## config.mk

```make
export PLATFORM = sky130hd
export DESIGN_NAME = dep_bypass
export DESIGN_NICKNAME = d
export VERILOG_FILES = /design/src/common/ren_cfg_pkg.sv /design/src/common/isa_pkg.sv /design/src/rename/dep_bypass.sv
export SDC_FILE = /design/constraint.sdc
export NUM_CORES = 1
export LEC_CHECK = 0
export BUFFER_PORTS_ARGS = -buffer_cell sky130_fd_sc_hd__buf_4
export CORE_AREA = 3 3 74 76
export DETAILED_ROUTE_END_ITERATION = 10
export DIE_AREA = 0 0 77 79
export PLACE_DENSITY = 0.81
export SYNTH_ARGS = -nofsm -noshare
export SYNTH_HDL_FRONTEND = slang
export SYNTH_SLANG_ARGS = --single-unit
export TNS_END_PERCENT = 5
```

## constraint.sdc

```tcl
create_clock -name vclk -period 3
set_clock_uncertainty 0.15 [all_clocks]
set_input_delay 0.15 -clock vclk [all_inputs]
set_output_delay 0.15 -clock vclk [all_outputs]
set_load 0.005 [all_outputs]
```

## src/common/ren_cfg_pkg.sv

```systemverilog
package ren_cfg_pkg;

    // Physical register file size, must stay above the architectural count
    localparam int DEF_NUM_PHYS_REGS = 64;

    // Group widths at the rename and retire boundaries
    localparam int DEF_RENAME_WIDTH = 4;
    localparam int DEF_RETIRE_WIDTH = 4;

endpackage

```

## src/common/isa_pkg.sv

```systemverilog
package isa_pkg;

    // Integer register file as seen by software
    localparam int ARCH_REG_COUNT = 32;
    localparam int ARCH_REG_BITS  = 5;

    typedef logic [ARCH_REG_BITS-1:0] arch_reg_t;

    // Source operands carried by one micro-op
    localparam int SRCS_PER_UOP = 2;

endpackage
```

## src/rename/dep_bypass.sv

```systemverilog
`timescale 1ns/1ps

module dep_bypass #(
    parameter int  NUM_PHYS_REGS = ren_cfg_pkg::DEF_NUM_PHYS_REGS,
    parameter int  RENAME_WIDTH  = ren_cfg_pkg::DEF_RENAME_WIDTH,
    localparam int PHYS_BITS     = $clog2(NUM_PHYS_REGS)
) (
    input  logic                 i_src_vld    [RENAME_WIDTH][isa_pkg::SRCS_PER_UOP],
    input  isa_pkg::arch_reg_t   i_src_arch   [RENAME_WIDTH][isa_pkg::SRCS_PER_UOP],
    input  isa_pkg::arch_reg_t   i_dst_arch   [RENAME_WIDTH],
    input  logic                 i_alloc_req  [RENAME_WIDTH],
    input  logic [PHYS_BITS-1:0] i_map_phys   [RENAME_WIDTH][isa_pkg::SRCS_PER_UOP],
    input  logic [PHYS_BITS-1:0] i_alloc_phys [RENAME_WIDTH],
    output logic [PHYS_BITS-1:0] o_src_phys   [RENAME_WIDTH][isa_pkg::SRCS_PER_UOP]
);
    import isa_pkg::*;

    // match[k][s][j]: source s of slot k reads the destination of older slot j
    logic match [RENAME_WIDTH][SRCS_PER_UOP][RENAME_WIDTH];

    always_comb begin
        for (int k = 0; k < RENAME_WIDTH; k++) begin
            for (int s = 0; s < SRCS_PER_UOP; s++) begin
                for (int j = 0; j < RENAME_WIDTH; j++) begin
                    match[k][s][j] = (j < k)
                                  && i_alloc_req[j]
                                  && i_src_vld[k][s]
                                  && (i_src_arch[k][s] == i_dst_arch[j]);
                end
            end
        end
    end

    // Later hits overwrite earlier ones so the youngest producer wins
    always_comb begin
        for (int k = 0; k < RENAME_WIDTH; k++) begin
            for (int s = 0; s < SRCS_PER_UOP; s++) begin
                o_src_phys[k][s] = i_map_phys[k][s];
                for (int j = 0; j < RENAME_WIDTH; j++) begin
                    if (match[k][s][j]) begin
                        o_src_phys[k][s] = i_alloc_phys[j];
                    end
                end
            end
        end
    end

endmodule

```

==> run metrics <==
Detailed Routing Iterations Pass 1=4; synth warn=0; maxcap violations=0; met3 WL=between 400 and 500 um; core area=~4800 um^2; # fillers=449; first-pass GRT wire length=around 10000 um; Die Wd=just under 80 um; Mean Syn Cell Area=a little under 8 um^2; Comb power frac=1.000; Mapped Cells=around 220; Fmax=468 MHz; fin. max-slew vios=0; Unique masters post-synth=26; required time of the critical path=between 2000 and 3000 ps; final WL=approximately 6600 um; critical path class=in2out; gr usage total=0.195; register area share after synthesis=0; filler-free cell count of the finished design=402; Crit. End Element=output port; Final HPWL DP=roughly 5700 um; largest cells by area after synthesis=xor2_1, mux2i_1, a211oi_2; gr ovfl total=0; # setup viols final=0; Starting DRT DRC Count=between 60 and 70; Detail Route Antenna Nets=0; status=finished, final reports clean; Place WS=between 800 and 900 ps; Sw Ratio=0.413; number of hold violations in the final report=0; Clock Power Share=0; Mapped Nets=between 300 and 400; postcts setup bufs=0; P_sw=about 140 uW; gpl congestion=roughly 0.86; Layout area overhead=59.8%; top-area cell type share of the netlist area=0.209; final core occ=0.561; wl on met1=about 2700 um; Power per Cell Area=around 130 nW/um^2; via count=2059; FFs & Latches=0; Int Pwr=199 uW; P_leak=around 1.4 nW; worst hold path type=in2out; DRC viols=0; initial antenna violation count=0; FP Rows=25; Layout Nets=481; ratio of cells with drive above 1 in the final layout=0.534; Top Metal Used=met4; wire per inst=around 16 um; # clk buffers=0; die height=slightly below 80 um; placed cells=roughly 400; Tcrit/Tclk final=0.713; RSZ-0062 raised after global routing=false; Yosys top cell by area=xor2_1; Reg power frac=0; antenna cells=0; crit path time final=2140 ps; Max FO, Critical Path=7; io pins=between 150 and 200; vias per inst=around 5.1; die area=just over 6000 um^2; Tightest Pin Transition=456 ps; Setup Total Neg Slack=0 ps; vias in the first global route=2046; cts repair resizes=0; CTS Hold Bufs=0; Initial Util=0.351; Netlist Area Pre-Place=roughly 1700 um^2; worst vdd ir=0.0577 mV; critical path arrival=~1800 ps; number of port buffers=144; final worst hold slack=150 ps; final worst slack=around 860 ps; Reg area=0 um^2; type of origin of the critical path=primary input; largest net degree at the start of global routing=13; Max transition margin=0.695; DR WL met2=about 3300 um
-- path summary, 6_finish.rpt --
kind,endpoint,cells past startpoint,from
min,o_src_phys[44],0,i_map_phys[44]
max,o_src_phys[10],7,i_src_arch[9]
-- critical path, cell delays in order --
cell      delay, ps
buf_4           140
xor2_1          150
nor4_1          340
nand4_1         360
and2_4          300
a211oi_2        240
buf_4           150
-- layer usage --
layer  track usage  up-vias
met2         0.366       97
met5             0        -
met4        0.0285        0
met3        0.0249       10
met1         0.241      941
li1              -     1011
-- through the flow --
step                total power [mW]  instance area, um^2
floorplan                      0.148                 1680
finish                         0.340                 2680
CTS                            0.340                 2680
global route                   0.366                 2680
detailed placement             0.339                 2680
global placement               0.332                 2680
-- synth_stat cells, drive strengths merged (3+ instances only) --
cell type / instances
nor3: 12
nor4: 10
nor2: 24
nor2b: 3
a21oi: 12
nand4: 12
clkbuf: 3
inv: 5
xor2: 40
mux2i: 24
buf: 22
xnor2: 14
mux2: 12
a211oi: 12
-- cell families after synthesis --
group,Yosys count,share of synthesized area
simple gates,68,0.233
compound gates,28,0.155
xor+xnor,54,0.282
buf+inv,30,0.107
mux,36,0.224
-- power by group through the flow --
stage / Combinational [mW] / Sequential, mW / Clock (mW)
floorplan: 0.148 / 0 / 0
global placement: 0.332 / 0 / 0
detailed placement: 0.339 / 0 / 0
CTS: 0.340 / 0 / 0
global route: 0.366 / 0 / 0
finish: 0.340 / 0 / 0
-- cell usage in the layout (no fill, tap or decap), types with 2 or more instances in the layout --
cell type  netlist  final
a21oi_1         12     12
nor4_2           2      2
buf_4           12    144
nor4_1           8      8
nor2b_1          3      3
a211oi_2        12     12
a222oi_1         2      2
nand4_1          9      9
xnor2_1         14     14
a2111oi_2        2      2
and2_4           2      2
nor3_1          12     12
mux2_2          12     12
xor2_1          40     40
nor2_1          24     24
nand2_1          2      2
inv_1            5      5
mux2i_1         24     24
nand4_2          3      3
-- layout make-up --
| class | count | area [um^2] | share of cell area |
|---|---|---|---|
| Inverter | 5 | 18.8 | 0.00699 |
| Tap cell | 67 | 83.8 | 0.0312 |
| Multi-Input combinational cell | 186 | 1500 | 0.559 |
| Timing Repair Buffer | 144 | 1080 | 0.403 |
(Power assumes the default switching activity.)
